**src/verilog/rdx_pkg.sv**
```systemverilog
//////////////////////////////////////////////////
// Shared register map, AXI response codes and status word
// for the read exerciser RTL
//////////////////////////////////////////////////

package rdx_pkg;

    // AXI4-Lite address width of the register block
    localparam int CSR_ADDR_W = 8;

    // Register byte offsets
    localparam logic [CSR_ADDR_W-1:0] CSR_CTRL    = 8'h00;
    localparam logic [CSR_ADDR_W-1:0] CSR_KEY     = 8'h04;
    localparam logic [CSR_ADDR_W-1:0] CSR_TIMEOUT = 8'h08;
    localparam logic [CSR_ADDR_W-1:0] CSR_STATUS  = 8'h0C;
    localparam logic [CSR_ADDR_W-1:0] CSR_BEATS   = 8'h10;
    localparam logic [CSR_ADDR_W-1:0] CSR_ERRORS  = 8'h14;

    // AXI response codes
    localparam logic [1:0] RESP_OKAY   = 2'b00;
    localparam logic [1:0] RESP_SLVERR = 2'b10;

    // Status register, read by software as one word
    typedef union packed {
        logic [31:0] raw;
        struct packed {
            logic [28:0] rsvd;
            logic        rdata_err;
            logic        rid_err;
            logic        timeout;
        } f;
    } rdx_status_u;

endpackage

```
**src/verilog/lfsr32.sv**
```systemverilog
//////////////////////////////////////////////////
// 32-bit Galois LFSR used for random scheduling,
// loads KEY on reset and steps while en is high
//////////////////////////////////////////////////

`timescale 1ns/10ps

module lfsr32 #(
    parameter logic [31:0] KEY = 32'h2834_6450
) (
    input  logic        aclk,
    input  logic        aresetn,
    input  logic        en,
    output logic [31:0] lfsr
);

    // Taps of x^32 + x^30 + x^26 + x^25 + 1, right-shifting form
    localparam logic [31:0] TAPS = 32'hA300_0000;

    always_ff @(posedge aclk or negedge aresetn) begin
        if (!aresetn) begin
            lfsr <= KEY;
        end else if (en) begin
            lfsr <= {1'b0, lfsr[31:1]} ^ (lfsr[0] ? TAPS : 32'h0);
        end
    end

    // All-zero state would lock the sequence for good
    a_never_zero: assert property (
        @(posedge aclk) disable iff (!aresetn) lfsr != 32'h0
    );

endmodule

```
**src/verilog/rd_traffic_driver.sv**
```systemverilog
//////////////////////////////////////////////////
// AXI read master issuing random single-beat reads and
// checking each completion for ID, data and age
//////////////////////////////////////////////////

`timescale 1ns/10ps

module rd_traffic_driver import rdx_pkg::*; #(
    parameter int          ADDR_W   = 12,
    parameter int          ID_W     = 4,
    parameter int          MAX_OR   = 8,
    parameter logic [31:0] LFSR_KEY = 32'h1d87_2b41
) (
    input  logic              aclk,
    input  logic              aresetn,
    input  logic              en,
    input  logic              clr,
    input  logic [31:0]       key,
    input  logic [15:0]       timeout,
    output logic              cpl,
    output logic              err_timeout,
    output logic              err_rid,
    output logic              err_rdata,
    output logic              arvalid,
    input  logic              arready,
    output logic [ADDR_W-1:0] araddr,
    output logic [ID_W-1:0]   arid,
    input  logic              rvalid,
    output logic              rready,
    input  logic [ID_W-1:0]   rid,
    input  logic [31:0]       rdata,
    input  logic [1:0]        rresp
);

    localparam int PTR_W = (MAX_OR > 1) ? $clog2(MAX_OR) : 1;

    logic [31:0]       ar_lfsr;
    logic [31:0]       r_lfsr;
    logic              ar_hs;
    logic              r_hs;
    logic              restart;
    logic [3:0]        beat_cnt;
    logic [3:0]        batch_len;
    logic [31:0]       addr_word;
    logic [PTR_W-1:0]  req_ptr;
    logic [PTR_W-1:0]  cpl_ptr;
    logic [MAX_OR-1:0] busy;
    logic [MAX_OR-1:0] fired;
    logic [15:0]       age     [MAX_OR];
    logic [ID_W-1:0]   id_tab  [MAX_OR];
    logic [31:0]       exp_tab [MAX_OR];

    assign ar_hs     = arvalid && arready;
    assign r_hs      = rvalid && rready;
    assign addr_word = 32'(araddr);

    lfsr32 #(.KEY(LFSR_KEY)) u_ar_lfsr (
        .aclk    (aclk),
        .aresetn (aresetn),
        .en      (1'b1),
        .lfsr    (ar_lfsr)
    );

    lfsr32 #(.KEY({LFSR_KEY[15:0], LFSR_KEY[31:16]})) u_r_lfsr (
        .aclk    (aclk),
        .aresetn (aresetn),
        .en      (1'b1),
        .lfsr    (r_lfsr)
    );

    //////////////////////////////////////////////////
    // Request generation
    //////////////////////////////////////////////////

    // Raised at random, only into a free slot, and held until accepted
    always_ff @(posedge aclk or negedge aresetn) begin
        if (!aresetn) begin
            arvalid <= 1'b0;
        end else if (ar_hs) begin
            arvalid <= 1'b0;
        end else if (!arvalid && en && !busy[req_ptr] && (ar_lfsr[0] | ar_lfsr[1])) begin
            arvalid <= 1'b1;
        end
    end

    // Clear restarts the address sequence once no request is pending
    always_ff @(posedge aclk or negedge aresetn) begin
        if (!aresetn) begin
            restart   <= 1'b0;
            araddr    <= '0;
            arid      <= '0;
            beat_cnt  <= 4'd0;
            batch_len <= 4'd7;
        end else begin
            restart <= (clr || restart) && arvalid;
            if ((clr || restart) && !arvalid) begin
                araddr    <= '0;
                arid      <= '0;
                beat_cnt  <= 4'd0;
                batch_len <= 4'd7;
            end else if (ar_hs) begin
                if (beat_cnt == batch_len) begin
                    // New batch at a random word
                    araddr    <= {ar_lfsr[ADDR_W-1:2], 2'b00};
                    arid      <= arid + 1'b1;
                    batch_len <= ar_lfsr[7:4];
                    beat_cnt  <= 4'd0;
                end else begin
                    araddr   <= araddr + ADDR_W'(4);
                    beat_cnt <= beat_cnt + 4'd1;
                end
            end
        end
    end

    //////////////////////////////////////////////////
    // Outstanding table and completion checks
    //////////////////////////////////////////////////

    always_ff @(posedge aclk) begin
        if (ar_hs) begin
            id_tab[req_ptr]  <= arid;
            exp_tab[req_ptr] <= key ^ (addr_word << 8) ^ addr_word;
        end
    end

    always_ff @(posedge aclk or negedge aresetn) begin
        if (!aresetn) begin
            rready      <= 1'b0;
            req_ptr     <= '0;
            cpl_ptr     <= '0;
            busy        <= '0;
            fired       <= '0;
            cpl         <= 1'b0;
            err_rid     <= 1'b0;
            err_rdata   <= 1'b0;
            err_timeout <= 1'b0;
            for (int i = 0; i < MAX_OR; i++) begin
                age[i] <= 16'd0;
            end
        end else begin
            rready      <= r_lfsr[0] | r_lfsr[2];
            cpl         <= r_hs;
            err_rid     <= r_hs && (rid != id_tab[cpl_ptr]);
            err_rdata   <= r_hs && ((rdata != exp_tab[cpl_ptr]) || (rresp != RESP_OKAY));
            err_timeout <= 1'b0;
            if (ar_hs) begin
                req_ptr <= (req_ptr == PTR_W'(MAX_OR - 1)) ? '0 : req_ptr + 1'b1;
            end
            if (r_hs) begin
                cpl_ptr <= (cpl_ptr == PTR_W'(MAX_OR - 1)) ? '0 : cpl_ptr + 1'b1;
            end
            for (int i = 0; i < MAX_OR; i++) begin
                if (ar_hs && req_ptr == PTR_W'(i)) begin
                    busy[i]  <= 1'b1;
                    fired[i] <= 1'b0;
                    age[i]   <= 16'd0;
                end else if (r_hs && cpl_ptr == PTR_W'(i)) begin
                    busy[i] <= 1'b0;
                end else if (busy[i]) begin
                    // Age keeps counting under back-pressure, fires once per request
                    if (age[i] != 16'hFFFF) begin
                        age[i] <= age[i] + 16'd1;
                    end
                    if (age[i] == timeout && !fired[i]) begin
                        fired[i]    <= 1'b1;
                        err_timeout <= 1'b1;
                    end
                end
            end
        end
    end

    // A response with nothing outstanding means the target invented it
    a_no_orphan_r: assert property (
        @(posedge aclk) disable iff (!aresetn) rvalid |-> |busy
    );

    a_ar_stable: assert property (
        @(posedge aclk) disable iff (!aresetn)
        arvalid && !arready |=> arvalid && $stable(araddr) && $stable(arid)
    );

endmodule

```
**src/verilog/rd_pattern_mem.sv**
```systemverilog
//////////////////////////////////////////////////
// AXI read target returning address-derived pattern data
// in order, after a random latency of 1 to 8 cycles
//////////////////////////////////////////////////

`timescale 1ns/10ps

module rd_pattern_mem import rdx_pkg::*; #(
    parameter int          ADDR_W   = 12,
    parameter int          ID_W     = 4,
    parameter int          MAX_OR   = 8,
    parameter logic [31:0] MEM_KEY  = 32'h2834_6450,
    parameter logic [31:0] LFSR_KEY = 32'h1d87_2b41
) (
    input  logic              aclk,
    input  logic              aresetn,
    input  logic              arvalid,
    output logic              arready,
    input  logic [ADDR_W-1:0] araddr,
    input  logic [ID_W-1:0]   arid,
    output logic              rvalid,
    input  logic              rready,
    output logic [ID_W-1:0]   rid,
    output logic [31:0]       rdata,
    output logic [1:0]        rresp
);

    localparam int PTR_W = (MAX_OR > 1) ? $clog2(MAX_OR) : 1;
    localparam int CNT_W = $clog2(MAX_OR + 1);

    logic [ADDR_W-1:0] q_addr [MAX_OR];
    logic [ID_W-1:0]   q_id   [MAX_OR];
    logic [PTR_W-1:0]  wr_ptr;
    logic [PTR_W-1:0]  rd_ptr;
    logic [CNT_W-1:0]  count;
    logic [2:0]        wait_cnt;
    logic [31:0]       lat_lfsr;
    logic [31:0]       head_addr;
    logic              push;
    logic              pop;

    assign arready   = (count != CNT_W'(MAX_OR));
    assign push      = arvalid && arready;
    // Head moves to the output once its wait is over and the slot is free
    assign pop       = (count != '0) && (wait_cnt == 3'd0) && (!rvalid || rready);
    assign head_addr = 32'(q_addr[rd_ptr]);
    assign rresp     = RESP_OKAY;

    lfsr32 #(.KEY({LFSR_KEY[23:0], LFSR_KEY[31:24]})) u_lat_lfsr (
        .aclk    (aclk),
        .aresetn (aresetn),
        .en      (pop),
        .lfsr    (lat_lfsr)
    );

    always_ff @(posedge aclk or negedge aresetn) begin
        if (!aresetn) begin
            wr_ptr   <= '0;
            rd_ptr   <= '0;
            count    <= '0;
            wait_cnt <= 3'd0;
            rvalid   <= 1'b0;
        end else begin
            if (push) begin
                wr_ptr <= (wr_ptr == PTR_W'(MAX_OR - 1)) ? '0 : wr_ptr + 1'b1;
            end
            if (pop) begin
                rd_ptr   <= (rd_ptr == PTR_W'(MAX_OR - 1)) ? '0 : rd_ptr + 1'b1;
                wait_cnt <= lat_lfsr[2:0];
            end else if (count != '0 && wait_cnt != 3'd0) begin
                wait_cnt <= wait_cnt - 3'd1;
            end
            count <= count + CNT_W'(push) - CNT_W'(pop);
            if (pop) begin
                rvalid <= 1'b1;
            end else if (rready) begin
                rvalid <= 1'b0;
            end
        end
    end

    always_ff @(posedge aclk) begin
        if (push) begin
            q_addr[wr_ptr] <= araddr;
            q_id[wr_ptr]   <= arid;
        end
        if (pop) begin
            rid   <= q_id[rd_ptr];
            rdata <= MEM_KEY ^ (head_addr << 8) ^ head_addr;
        end
    end

    a_r_hold: assert property (
        @(posedge aclk) disable iff (!aresetn)
        rvalid && !rready |=> rvalid && $stable(rdata) && $stable(rid)
    );

endmodule

```
**src/verilog/rdx_csr.sv**
```systemverilog
//////////////////////////////////////////////////
// AXI4-Lite register block steering the read driver and
// collecting its status flags and counters
//////////////////////////////////////////////////

`timescale 1ns/10ps

module rdx_csr import rdx_pkg::*; #(
    parameter logic [31:0] MEM_KEY = 32'h2834_6450
) (
    input  logic                  aclk,
    input  logic                  aresetn,
    input  logic                  s_axil_awvalid,
    output logic                  s_axil_awready,
    input  logic [CSR_ADDR_W-1:0] s_axil_awaddr,
    input  logic [2:0]            s_axil_awprot,
    input  logic                  s_axil_wvalid,
    output logic                  s_axil_wready,
    input  logic [31:0]           s_axil_wdata,
    input  logic [3:0]            s_axil_wstrb,
    output logic                  s_axil_bvalid,
    input  logic                  s_axil_bready,
    output logic [1:0]            s_axil_bresp,
    input  logic                  s_axil_arvalid,
    output logic                  s_axil_arready,
    input  logic [CSR_ADDR_W-1:0] s_axil_araddr,
    input  logic [2:0]            s_axil_arprot,
    output logic                  s_axil_rvalid,
    input  logic                  s_axil_rready,
    output logic [31:0]           s_axil_rdata,
    output logic [1:0]            s_axil_rresp,
    output logic                  en,
    output logic                  clr,
    output logic [31:0]           key,
    output logic [15:0]           timeout,
    output logic                  error,
    input  logic                  cpl,
    input  logic                  err_timeout,
    input  logic                  err_rid,
    input  logic                  err_rdata
);

    logic        busy;
    logic        wr_hs;
    logic        rd_hs;
    logic        wr_ok;
    logic [31:0] rd_data;
    logic [1:0]  rd_resp;
    logic [31:0] beats;
    logic [31:0] errors;
    logic [1:0]  err_inc;
    logic [32:0] err_sum;
    rdx_status_u status;

    assign busy  = s_axil_awready | s_axil_arready | s_axil_bvalid | s_axil_rvalid;
    assign wr_hs = s_axil_awvalid & s_axil_awready & s_axil_wvalid & s_axil_wready;
    assign rd_hs = s_axil_arvalid & s_axil_arready;
    // Instruction-type accesses are refused
    assign wr_ok = !s_axil_awprot[2] && (s_axil_awaddr inside
                   {CSR_CTRL, CSR_KEY, CSR_TIMEOUT, CSR_STATUS, CSR_BEATS, CSR_ERRORS});

    //////////////////////////////////////////////////
    // Handshakes, one transaction at a time
    //////////////////////////////////////////////////

    always_ff @(posedge aclk or negedge aresetn) begin
        if (!aresetn) begin
            s_axil_awready <= 1'b0;
            s_axil_wready  <= 1'b0;
            s_axil_arready <= 1'b0;
            s_axil_bvalid  <= 1'b0;
            s_axil_rvalid  <= 1'b0;
            s_axil_bresp   <= RESP_OKAY;
            s_axil_rresp   <= RESP_OKAY;
        end else begin
            // Reads win over writes
            s_axil_arready <= s_axil_arvalid && !busy;
            s_axil_awready <= s_axil_awvalid && s_axil_wvalid && !s_axil_arvalid && !busy;
            s_axil_wready  <= s_axil_awvalid && s_axil_wvalid && !s_axil_arvalid && !busy;
            if (rd_hs) begin
                s_axil_rvalid <= 1'b1;
                s_axil_rresp  <= rd_resp;
            end else if (s_axil_rready) begin
                s_axil_rvalid <= 1'b0;
            end
            if (wr_hs) begin
                s_axil_bvalid <= 1'b1;
                s_axil_bresp  <= wr_ok ? RESP_OKAY : RESP_SLVERR;
            end else if (s_axil_bready) begin
                s_axil_bvalid <= 1'b0;
            end
        end
    end

    always_comb begin
        rd_data = 32'h0;
        rd_resp = s_axil_arprot[2] ? RESP_SLVERR : RESP_OKAY;
        case (s_axil_araddr)
            CSR_CTRL:    rd_data = {31'h0, en};
            CSR_KEY:     rd_data = key;
            CSR_TIMEOUT: rd_data = {16'h0, timeout};
            CSR_STATUS:  rd_data = status.raw;
            CSR_BEATS:   rd_data = beats;
            CSR_ERRORS:  rd_data = errors;
            default:     rd_resp = RESP_SLVERR;
        endcase
    end

    always_ff @(posedge aclk) begin
        if (rd_hs) begin
            s_axil_rdata <= rd_data;
        end
    end

    //////////////////////////////////////////////////
    // Control registers
    //////////////////////////////////////////////////

    always_ff @(posedge aclk or negedge aresetn) begin
        if (!aresetn) begin
            en      <= 1'b0;
            clr     <= 1'b0;
            key     <= MEM_KEY;
            timeout <= 16'd64;
        end else begin
            clr <= 1'b0;
            if (wr_hs && !s_axil_awprot[2]) begin
                case (s_axil_awaddr)
                    CSR_CTRL: begin
                        if (s_axil_wstrb[0]) begin
                            en  <= s_axil_wdata[0];
                            clr <= s_axil_wdata[1];
                        end
                    end
                    CSR_KEY: begin
                        for (int b = 0; b < 4; b++) begin
                            if (s_axil_wstrb[b]) key[8*b +: 8] <= s_axil_wdata[8*b +: 8];
                        end
                    end
                    CSR_TIMEOUT: begin
                        for (int b = 0; b < 2; b++) begin
                            if (s_axil_wstrb[b]) timeout[8*b +: 8] <= s_axil_wdata[8*b +: 8];
                        end
                    end
                    default: ;
                endcase
            end
        end
    end

    //////////////////////////////////////////////////
    // Status flags and counters
    //////////////////////////////////////////////////

    assign err_inc = 2'(err_timeout) + 2'(err_rid) + 2'(err_rdata);
    assign err_sum = {1'b0, errors} + 33'(err_inc);
    assign error   = status.f.timeout | status.f.rid_err | status.f.rdata_err;

    always_ff @(posedge aclk or negedge aresetn) begin
        if (!aresetn) begin
            beats      <= 32'h0;
            errors     <= 32'h0;
            status.raw <= 32'h0;
        end else if (clr) begin
            beats      <= 32'h0;
            errors     <= 32'h0;
            status.raw <= 32'h0;
        end else begin
            if (cpl && beats != 32'hFFFF_FFFF) begin
                beats <= beats + 32'd1;
            end
            // Saturate instead of wrapping
            errors <= err_sum[32] ? 32'hFFFF_FFFF : err_sum[31:0];
            if (err_timeout) status.f.timeout   <= 1'b1;
            if (err_rid)     status.f.rid_err   <= 1'b1;
            if (err_rdata)   status.f.rdata_err <= 1'b1;
        end
    end

    a_b_after_write: assert property (
        @(posedge aclk) disable iff (!aresetn) $rose(s_axil_bvalid) |-> $past(wr_hs)
    );

endmodule

```
**src/verilog/rdx_top.sv**
```systemverilog
//////////////////////////////////////////////////
// Read exerciser top: register block, traffic driver
// and pattern memory behind one AXI4-Lite port
//////////////////////////////////////////////////

`timescale 1ns/10ps

module rdx_top import rdx_pkg::*; #(
    parameter int          ADDR_W   = 12,
    parameter int          ID_W     = 4,
    parameter int          MAX_OR   = 8,
    parameter logic [31:0] MEM_KEY  = 32'h2834_6450,
    parameter logic [31:0] LFSR_KEY = 32'h1d87_2b41
) (
    input  logic                  aclk,
    input  logic                  aresetn,
    input  logic                  s_axil_awvalid,
    output logic                  s_axil_awready,
    input  logic [CSR_ADDR_W-1:0] s_axil_awaddr,
    input  logic [2:0]            s_axil_awprot,
    input  logic                  s_axil_wvalid,
    output logic                  s_axil_wready,
    input  logic [31:0]           s_axil_wdata,
    input  logic [3:0]            s_axil_wstrb,
    output logic                  s_axil_bvalid,
    input  logic                  s_axil_bready,
    output logic [1:0]            s_axil_bresp,
    input  logic                  s_axil_arvalid,
    output logic                  s_axil_arready,
    input  logic [CSR_ADDR_W-1:0] s_axil_araddr,
    input  logic [2:0]            s_axil_arprot,
    output logic                  s_axil_rvalid,
    input  logic                  s_axil_rready,
    output logic [31:0]           s_axil_rdata,
    output logic [1:0]            s_axil_rresp,
    output logic                  error
);

    logic              en;
    logic              clr;
    logic [31:0]       key;
    logic [15:0]       timeout;
    logic              cpl;
    logic              err_timeout;
    logic              err_rid;
    logic              err_rdata;
    logic              arvalid;
    logic              arready;
    logic [ADDR_W-1:0] araddr;
    logic [ID_W-1:0]   arid;
    logic              rvalid;
    logic              rready;
    logic [ID_W-1:0]   rid;
    logic [31:0]       rdata;
    logic [1:0]        rresp;

    rdx_csr #(.MEM_KEY(MEM_KEY)) u_csr (
        .aclk           (aclk),
        .aresetn        (aresetn),
        .s_axil_awvalid (s_axil_awvalid),
        .s_axil_awready (s_axil_awready),
        .s_axil_awaddr  (s_axil_awaddr),
        .s_axil_awprot  (s_axil_awprot),
        .s_axil_wvalid  (s_axil_wvalid),
        .s_axil_wready  (s_axil_wready),
        .s_axil_wdata   (s_axil_wdata),
        .s_axil_wstrb   (s_axil_wstrb),
        .s_axil_bvalid  (s_axil_bvalid),
        .s_axil_bready  (s_axil_bready),
        .s_axil_bresp   (s_axil_bresp),
        .s_axil_arvalid (s_axil_arvalid),
        .s_axil_arready (s_axil_arready),
        .s_axil_araddr  (s_axil_araddr),
        .s_axil_arprot  (s_axil_arprot),
        .s_axil_rvalid  (s_axil_rvalid),
        .s_axil_rready  (s_axil_rready),
        .s_axil_rdata   (s_axil_rdata),
        .s_axil_rresp   (s_axil_rresp),
        .en             (en),
        .clr            (clr),
        .key            (key),
        .timeout        (timeout),
        .error          (error),
        .cpl            (cpl),
        .err_timeout    (err_timeout),
        .err_rid        (err_rid),
        .err_rdata      (err_rdata)
    );

    rd_traffic_driver #(
        .ADDR_W   (ADDR_W),
        .ID_W     (ID_W),
        .MAX_OR   (MAX_OR),
        .LFSR_KEY (LFSR_KEY)
    ) u_driver (
        .aclk        (aclk),
        .aresetn     (aresetn),
        .en          (en),
        .clr         (clr),
        .key         (key),
        .timeout     (timeout),
        .cpl         (cpl),
        .err_timeout (err_timeout),
        .err_rid     (err_rid),
        .err_rdata   (err_rdata),
        .arvalid     (arvalid),
        .arready     (arready),
        .araddr      (araddr),
        .arid        (arid),
        .rvalid      (rvalid),
        .rready      (rready),
        .rid         (rid),
        .rdata       (rdata),
        .rresp       (rresp)
    );

    rd_pattern_mem #(
        .ADDR_W   (ADDR_W),
        .ID_W     (ID_W),
        .MAX_OR   (MAX_OR),
        .MEM_KEY  (MEM_KEY),
        .LFSR_KEY (LFSR_KEY)
    ) u_mem (
        .aclk    (aclk),
        .aresetn (aresetn),
        .arvalid (arvalid),
        .arready (arready),
        .araddr  (araddr),
        .arid    (arid),
        .rvalid  (rvalid),
        .rready  (rready),
        .rid     (rid),
        .rdata   (rdata),
        .rresp   (rresp)
    );

endmodule

```
**config.mk**
```make
export PLATFORM = sky130hd
export DESIGN_NAME = rdx_top
export DESIGN_NICKNAME = d
export VERILOG_FILES = /design/src/verilog/rdx_pkg.sv /design/src/verilog/lfsr32.sv /design/src/verilog/rd_traffic_driver.sv /design/src/verilog/rd_pattern_mem.sv /design/src/verilog/rdx_csr.sv /design/src/verilog/rdx_top.sv
export SDC_FILE = /design/constraint.sdc
export NUM_CORES = 1
export LEC_CHECK = 0
export BUFFER_PORTS_ARGS = -buffer_cell sky130_fd_sc_hd__buf_2
export CAP_MARGIN = 20
export CORE_MARGIN = 2
export CORE_UTILIZATION = 29
export CTS_BUF_LIST = sky130_fd_sc_hd__clkbuf_2 sky130_fd_sc_hd__clkbuf_4 sky130_fd_sc_hd__clkbuf_8
export DETAILED_ROUTE_END_ITERATION = 12
export GPL_TIMING_DRIVEN = 0
export PLACE_DENSITY_LB_ADDON = 0.12
export SLEW_MARGIN = 20
export SYNTH_ARGS = -nofsm -noshare
export SYNTH_HDL_FRONTEND = slang
export SYNTH_SLANG_ARGS = --single-unit
```
**constraint.sdc**
```tcl
create_clock -name aclk -period 16.6 [get_ports aclk]
set_clock_uncertainty 0.2 [all_clocks]
set_input_delay 1.66 -clock aclk [delete_from_list [all_inputs] [get_ports aclk]]
set_output_delay 1.66 -clock aclk [all_outputs]
set_load 0.02 [all_outputs]
```
# Word-level counts from Yosys, hierarchy flattened
# Memories as Yosys holds them, arrays and structs flattened. A register that Yosys moved wholly into a read port is not among the register bits.
# Index checks and enable logic that the tools add are counted.
word_totals:
  reg_bits: 480
  mem_bits_rw: 416
  input_bits: 65
  output_inout_bits: 42
  word_cells: 461
  memories: 4
mem_list:
  columns: ["memory", "words", "width", "rd", "rd_ports_with_merged_regs", "wr", "line_no", "text"]
  rows:
  - ["u_driver.exp_tab", 8, 32, 1, 0, 1, "rd_traffic_driver.sv:51", "logic [31:0] exp_tab [MAX_OR];"]
  - ["u_mem.q_addr", 8, 12, 1, 0, 1, "rd_pattern_mem.sv:31", "logic [ADDR_W-1:0] q_addr [MAX_OR];"]
  - ["u_driver.id_tab", 8, 4, 1, 0, 1, "rd_traffic_driver.sv:50", "logic [ID_W-1:0] id_tab [MAX_OR];"]
  - ["u_mem.q_id", 8, 4, 1, 1, 1, "rd_pattern_mem.sv:32", "logic [ID_W-1:0] q_id [MAX_OR];"]
op_classes:
  n_addsub: 22
  order_cmp: 1
  eq_ne: 55
  muxes: 160
  bitwise: 18
  reduce_logical: 135
ops:
  columns: ["operator", "count"]
  rows:
  - ["$mux W16", 32]
  - ["$mux W32", 7]
  - ["$pmux W32 S6", 1]
  - ["$add A16 B1 Y16 const B", 8]
  - ["$eq A16 B16 Y1", 8]
  - ["$ne A16 B16 Y1 const B", 8]
  - ["$mux W1", 97]
  - ["$xor A31 B32 Y32", 3]
  - ["$reduce_bool A2 Y1", 43]
  - ["$reduce_and A3 Y1", 23]
  - ["$logic_and A1 B1 Y1", 43]
  - ["$mux W12", 3]
  - ["$mux W4", 9]
  - ["$add A32 B2 Y33", 1]
  - ["$add A32 B1 Y32 const B", 1]
  - ["$eq A8 B4 Y1 const B", 4]
  - ["$eq A8 B5 Y1 const B", 4]
  - ["$ne A32 B32 Y1", 1]
  - ["$ne A32 B32 Y1 const B", 1]
  - ["$xor A32 B12 Y32", 1]
  - ["$xor A32 B20 Y32", 1]
  - ["$eq A3 B3 Y1 const B", 10]
  - ["$xor A30 B12 Y30", 1]
  - ["$mux W3", 7]
  - ["30 further kinds", 74]

# Longest topological paths before layout
logic_depth:
  ltp_word: 34
  mapped_depth: 13
  ltp_nobuf: 11

# Modules after synthesis
# A second synthesis with hierarchy kept.
hier_totals:
  hier_cells: 2892
  area_unflattened_um2: 40318.7
modules_own_cells:
  columns: ["mod", "n_inst", "cells_per_inst", "area_per_inst_um2"]
  rows:
  - ["rd_traffic_driver", 1, 1671, 22007.4]
  - ["rdx_csr", 1, 682, 7734.9]
  - ["rd_pattern_mem", 1, 317, 6526.3]
  - ["lfsr32", 3, 74, 1350.0]

# Worst setup path after synthesis
# OpenSTA, ideal clock, no wires.
synth_timing:
  kind: "reg-to-reg"
  start: "reg u_mem.count[2]"
  end: "mem u_driver.exp_tab[0][0], enable pin"
  setup_ns: 0.519
  arrival_time_ns: 4.794
  setup_slack_ns: 11.087
  stages_incl_launch_ff: 9
  path_cell_list: "dfrtp_1 inv_1 ha_1 or3b_1 clkbuf_1 nand2_1 clkbuf_1 clkbuf_1 nor4_1"
synth_via:
  elab_chain_len: 4
synth_lines:
  columns: ["item", "line_no", "text"]
  rows:
  - ["start, declared", "rd_pattern_mem.sv:35", "logic [CNT_W-1:0] count;"]
  - ["start signal, assigned", "rd_pattern_mem.sv:73", "count <= count + CNT_W'(push) - CNT_W'(pop);"]
  - ["$ne A4 B4 Y1", "rd_pattern_mem.sv:42", "assign arready = (count != CNT_W'(MAX_OR));"]
  - ["$logic_and A1 B1 Y1", "rd_traffic_driver.sv:53", "assign ar_hs = arvalid && arready;"]
  - ["$mux W1", "rd_traffic_driver.sv:121", "if (ar_hs) begin"]
  - ["$mux W1 (implied by the code)", "rd_traffic_driver.sv:123", "exp_tab[req_ptr] <= key ^ (addr_word << 8) ^ addr_word;"]
  - ["end, declared", "rd_traffic_driver.sv:51", null]
# Every way passes these cells.

# Worst setup path in the final report
layout_timing:
  start: "reg u_mem.count[2]"
  end: "mem u_driver.exp_tab[4][21], enable pin"
layout_via:
  elab_chain_len: 4
layout_lines:
  columns: ["item", "line_no", "text"]
  rows:
  - ["$ne A4 B4 Y1", "rd_pattern_mem.sv:42", null]
  - ["$logic_and A1 B1 Y1", "rd_traffic_driver.sv:53", null]
  - ["via u_driver.ar_hs", "rd_traffic_driver.sv:39", "logic ar_hs;"]
  - ["$mux W1", "rd_traffic_driver.sv:121", null]
  - ["$mux W1 (implied by the code)", "rd_traffic_driver.sv:123", null]
# The timed path passes the listed nets, and every way through them passes these cells.

==> run summary <==
status -> finished clean
CP Data Required Time -> 16.95 ns
Boundary Pins -> 107
largest family of logic cells by synthesized area -> simple AND/OR/NAND/NOR gates
die footprint -> 131000 um2
delay-heaviest family, CP -> buffers and inverters
Avg WL per Cell -> 21.9 um
Worst Max-Slew Pin Slew -> 1.17 ns
FF-to-FF path depth -> 14
grt ovf -> 0
Worst R2R Start -> u_mem.count[2]
initial antenna violation count -> 6
worst-path maximum fanout -> 10
register area share after synthesis -> 64.1%
Final setup violation count -> 0
Setup WS pre-CTS -> 12.15 ns
CTS max path bufs -> 3
Initial Util -> 29.2%
post-synthesis compound-gate area fraction -> 4.73%
Clock Latency Late Sink -> 0.86 ns
FP Rows -> 131
via-per-instance ratio -> 4.87
Setup Total Neg Slack -> 0 ns
R2R Setup Slk -> 12.41 ns
crit path cell chain -> inv_1, ha_1, or3b_1, clkbuf_1, nand2_1, inv_1, buf_2, buf_1, nand2_1, nor3_2, buf_4, buf_6, buf_4, buf_4
PD cells -> 98.9 nW/um2
Starting DRT DRC Count -> 2089
area grow syn2layout -> 17.5%
Clock Sink Count -> 862
global-route wire length before repair -> 159 mm
Total Wirelength -> 105 mm
Final Hold Fails -> 0
root buffer cell -> clkbuf_8
# hold bufs at CTS -> 0
Post-Syn Area -> 37300 um2
worst hold path class -> reg2reg
number of buffers created by CTS -> 155
WS Path Type -> reg2reg
Die Span Y -> 363 um
mux contribution to synthesized area -> 8.00%
Max IR drop VDD -> 0.0878 mV
max-cap violation count -> 0
most frequent cells in the layout -> edfxtp_1 (450), dfrtp_1 (356), nor2_1 (209)
drt pass-1 iters -> 7
Detailed Place HPWL -> 72.8 mm
GPL Wtd Cong -> 0.844
reg2reg end -> u_driver.exp_tab[4][21]
H-tree depth -> 4
synth unique cells -> 86
source of the critical timing path -> u_mem.count[2]
adder-cell share of the synthesized area -> 1.44%
GRT Overall Usage -> 16.2%
Synth Flop Type -> edfxtp_1
f_max -> 239 MHz
commonest non-fill, non-tap cell in the layout -> edfxtp_1
remaining antenna violation count after routing -> 0
clock transition at the registers of the reported paths -> 0.06 ns
hold wc startpoint -> u_driver.u_ar_lfsr.lfsr[21]
share of the clock period used by the worst path -> 25.2%
Async SR Flop Fraction -> 47.8%
Placed Area -> 40600 um2
RSZ-0062 raised after global routing -> no
EDFF count, synth -> 450
Residual DRC -> 0
xor-xnor portion of the synthesized cell area -> 7.73%
CTS tree -> built
Fillers -> 12500
die outline width -> 363 um
FF+latch count, synth -> 862
Hold Path Cell Cnt -> 0
vias -> 23400
final setup margin -> 12.41 ns
minimum clock period -> 4.19 ns
slowest cell delay on critical path -> 0.51 ns
crit end category -> flip-flop
Synth Area per Inst -> 13.8 um2
vias in the first global route -> 24400
setup bufs post-CTS -> 0
final instance area -> 43800 um2
CP Buf/Inv Count -> 9
Hold Crit Endpoint -> u_driver.u_ar_lfsr.lfsr[20]
CP most frequent cell -> buf_4
fin nets -> 3127
Yosys Warn Count -> 0
Post-CTS Resized -> 0
layout cells sized above 1 -> 23.4%
largest net degree at the start of global routing -> 91
Cells after Synth -> 2706
Rel. slew slack -> 22.0%
Critical Path AT -> 4.54 ns
synthesized-area fraction occupied by and/or/nand/nor cells -> 11.8%
Worst setup SP type -> flip-flop
Crit-path slowest cell -> nor3_2
Slew Viols, Final -> 0
static leakage power -> 17.7 nW
I/O Buffers -> 99
Core ar. -> 128000 um2
cell type report:
| cell class | count | area, um2 | share of cell area (%) |
|---|---|---|---|
| sequential | 862 | 23900 | 54.6 |
| multi-input combinational | 1649 | 12700 | 28.9 |
| clock buffer | 227 | 2810 | 6.41 |
| tap | 1662 | 2080 | 4.75 |
| timing repair buffer | 157 | 1170 | 2.67 |
| buffer | 129 | 572 | 1.31 |
| clock inverter | 58 | 347 | 0.791 |
| inverter | 67 | 251 | 0.574 |
| antenna | 3 | 7.51 | 0.0171 |
where the power goes:
part | switching, mW | internal (mW) | leakage (nW)
clock | 0.915 | 1.11 | 1.67
sequential | 0.00451 | 2.24 | 9.92
combinational | 0.0454 | 0.0164 | 6.10
layer usage:
metal  track usage (%)  vias to the layer above  part of all wire (%)
met5                 0                        -                     0
met3              2.83                      171                   4.2
met2              25.0                      563                    46
met4              5.06                        0                   2.3
met1              23.0                    12100                    48
li1                  -                    10700                     -
worst max path at each step:
stage                     depth (start not counted)  slack, ns                        end
after floorplan                                   8      11.09     u_driver.exp_tab[0][0]
after global placement                            1       4.90  u_mem.u_lat_lfsr.lfsr[13]
after detailed placement                          7      12.15              u_csr.key[11]
after CTS                                        14      12.30    u_driver.exp_tab[4][21]
after global routing                             14      11.99    u_driver.exp_tab[4][21]
final                                            14      12.41    u_driver.exp_tab[4][21]
worst register-to-register path, cell delays in order (launching register included):
cell and delay (ns):
dfrtp_1 0.32, inv_1 0.07, ha_1 0.19, or3b_1 0.22, clkbuf_1 0.25, nand2_1 0.10
inv_1 0.10, buf_2 0.25, buf_1 0.47, nand2_1 0.34, nor3_2 0.52, buf_4 0.29
buf_6 0.18, buf_4 0.20, buf_4 0.22
stage by stage:
stage          util [%]  std cells  hold slack (ns)  power (mW)
2_1_floorplan         -       2707            0.131        2.30
3_3_place_gp       31.3       4468            0.134        2.35
3_5_place_dp       31.9       4526            0.135        2.35
4_1_cts            34.3       4811            0.124        4.41
5_1_grt            34.3       4814            0.138        4.51
6_report           34.3       4814            0.132        4.33
state kept, by name, summed over array words and instances, names as in the netlist, 10 cells and up:
name and count:
u_csr.beats 32, u_csr.errors 32, u_csr.key 32, u_csr.s_axil_rdata 32
u_csr.timeout 16, u_driver.age 128, u_driver.araddr 10, u_driver.exp_tab 256
u_driver.id_tab 32, u_driver.u_ar_lfsr.lfsr 32, u_driver.u_r_lfsr.lfsr 32, u_mem.q_addr 80
u_mem.q_id 32, u_mem.rdata 14, u_mem.u_lat_lfsr.lfsr 32
cells in the mapped netlist (7+ instances only):
master,count,area share [%]
and3_1,51,0.86
buf_2,25,0.34
o21ai_0,58,0.78
nor3b_1,27,0.54
or3_1,16,0.27
mux2i_1,29,0.78
nand2b_1,11,0.18
clkbuf_1,87,0.88
ha_1,38,1.3
xor2_1,157,3.7
buf_4,8,0.16
and4_1,25,0.59
a21o_1,11,0.22
and2_1,19,0.32
dfrtp_1,356,24
inv_1,64,0.64
edfxtp_1,450,36
nor4_1,25,0.42
or4_1,8,0.16
nand4_1,81,1.4
a31oi_1,13,0.22
a222oi_1,29,0.78
a21oi_1,72,0.97
mux2_2,93,2.8
dfstp_2,56,3.9
nand3_1,78,1.0
nand4b_1,7,0.16
nand2_1,155,1.6
nor3_1,62,0.83
nor4b_1,17,0.40
o31ai_1,7,0.14
mux4_2,73,4.4
a211oi_1,7,0.14
xnor2_1,172,4.0
nor2_1,213,2.1
kinds of logic after synthesis:
kind of cell	after synthesis
and+or+nand+nor	829
other	1
DFF	862
buffers and inverters	196
AOI/OAI and AO/OA	253
xor gates and xnor gates	329
adders and majority gates	41
muxes	195
Note: power is estimated with default switching activity, not from simulation.
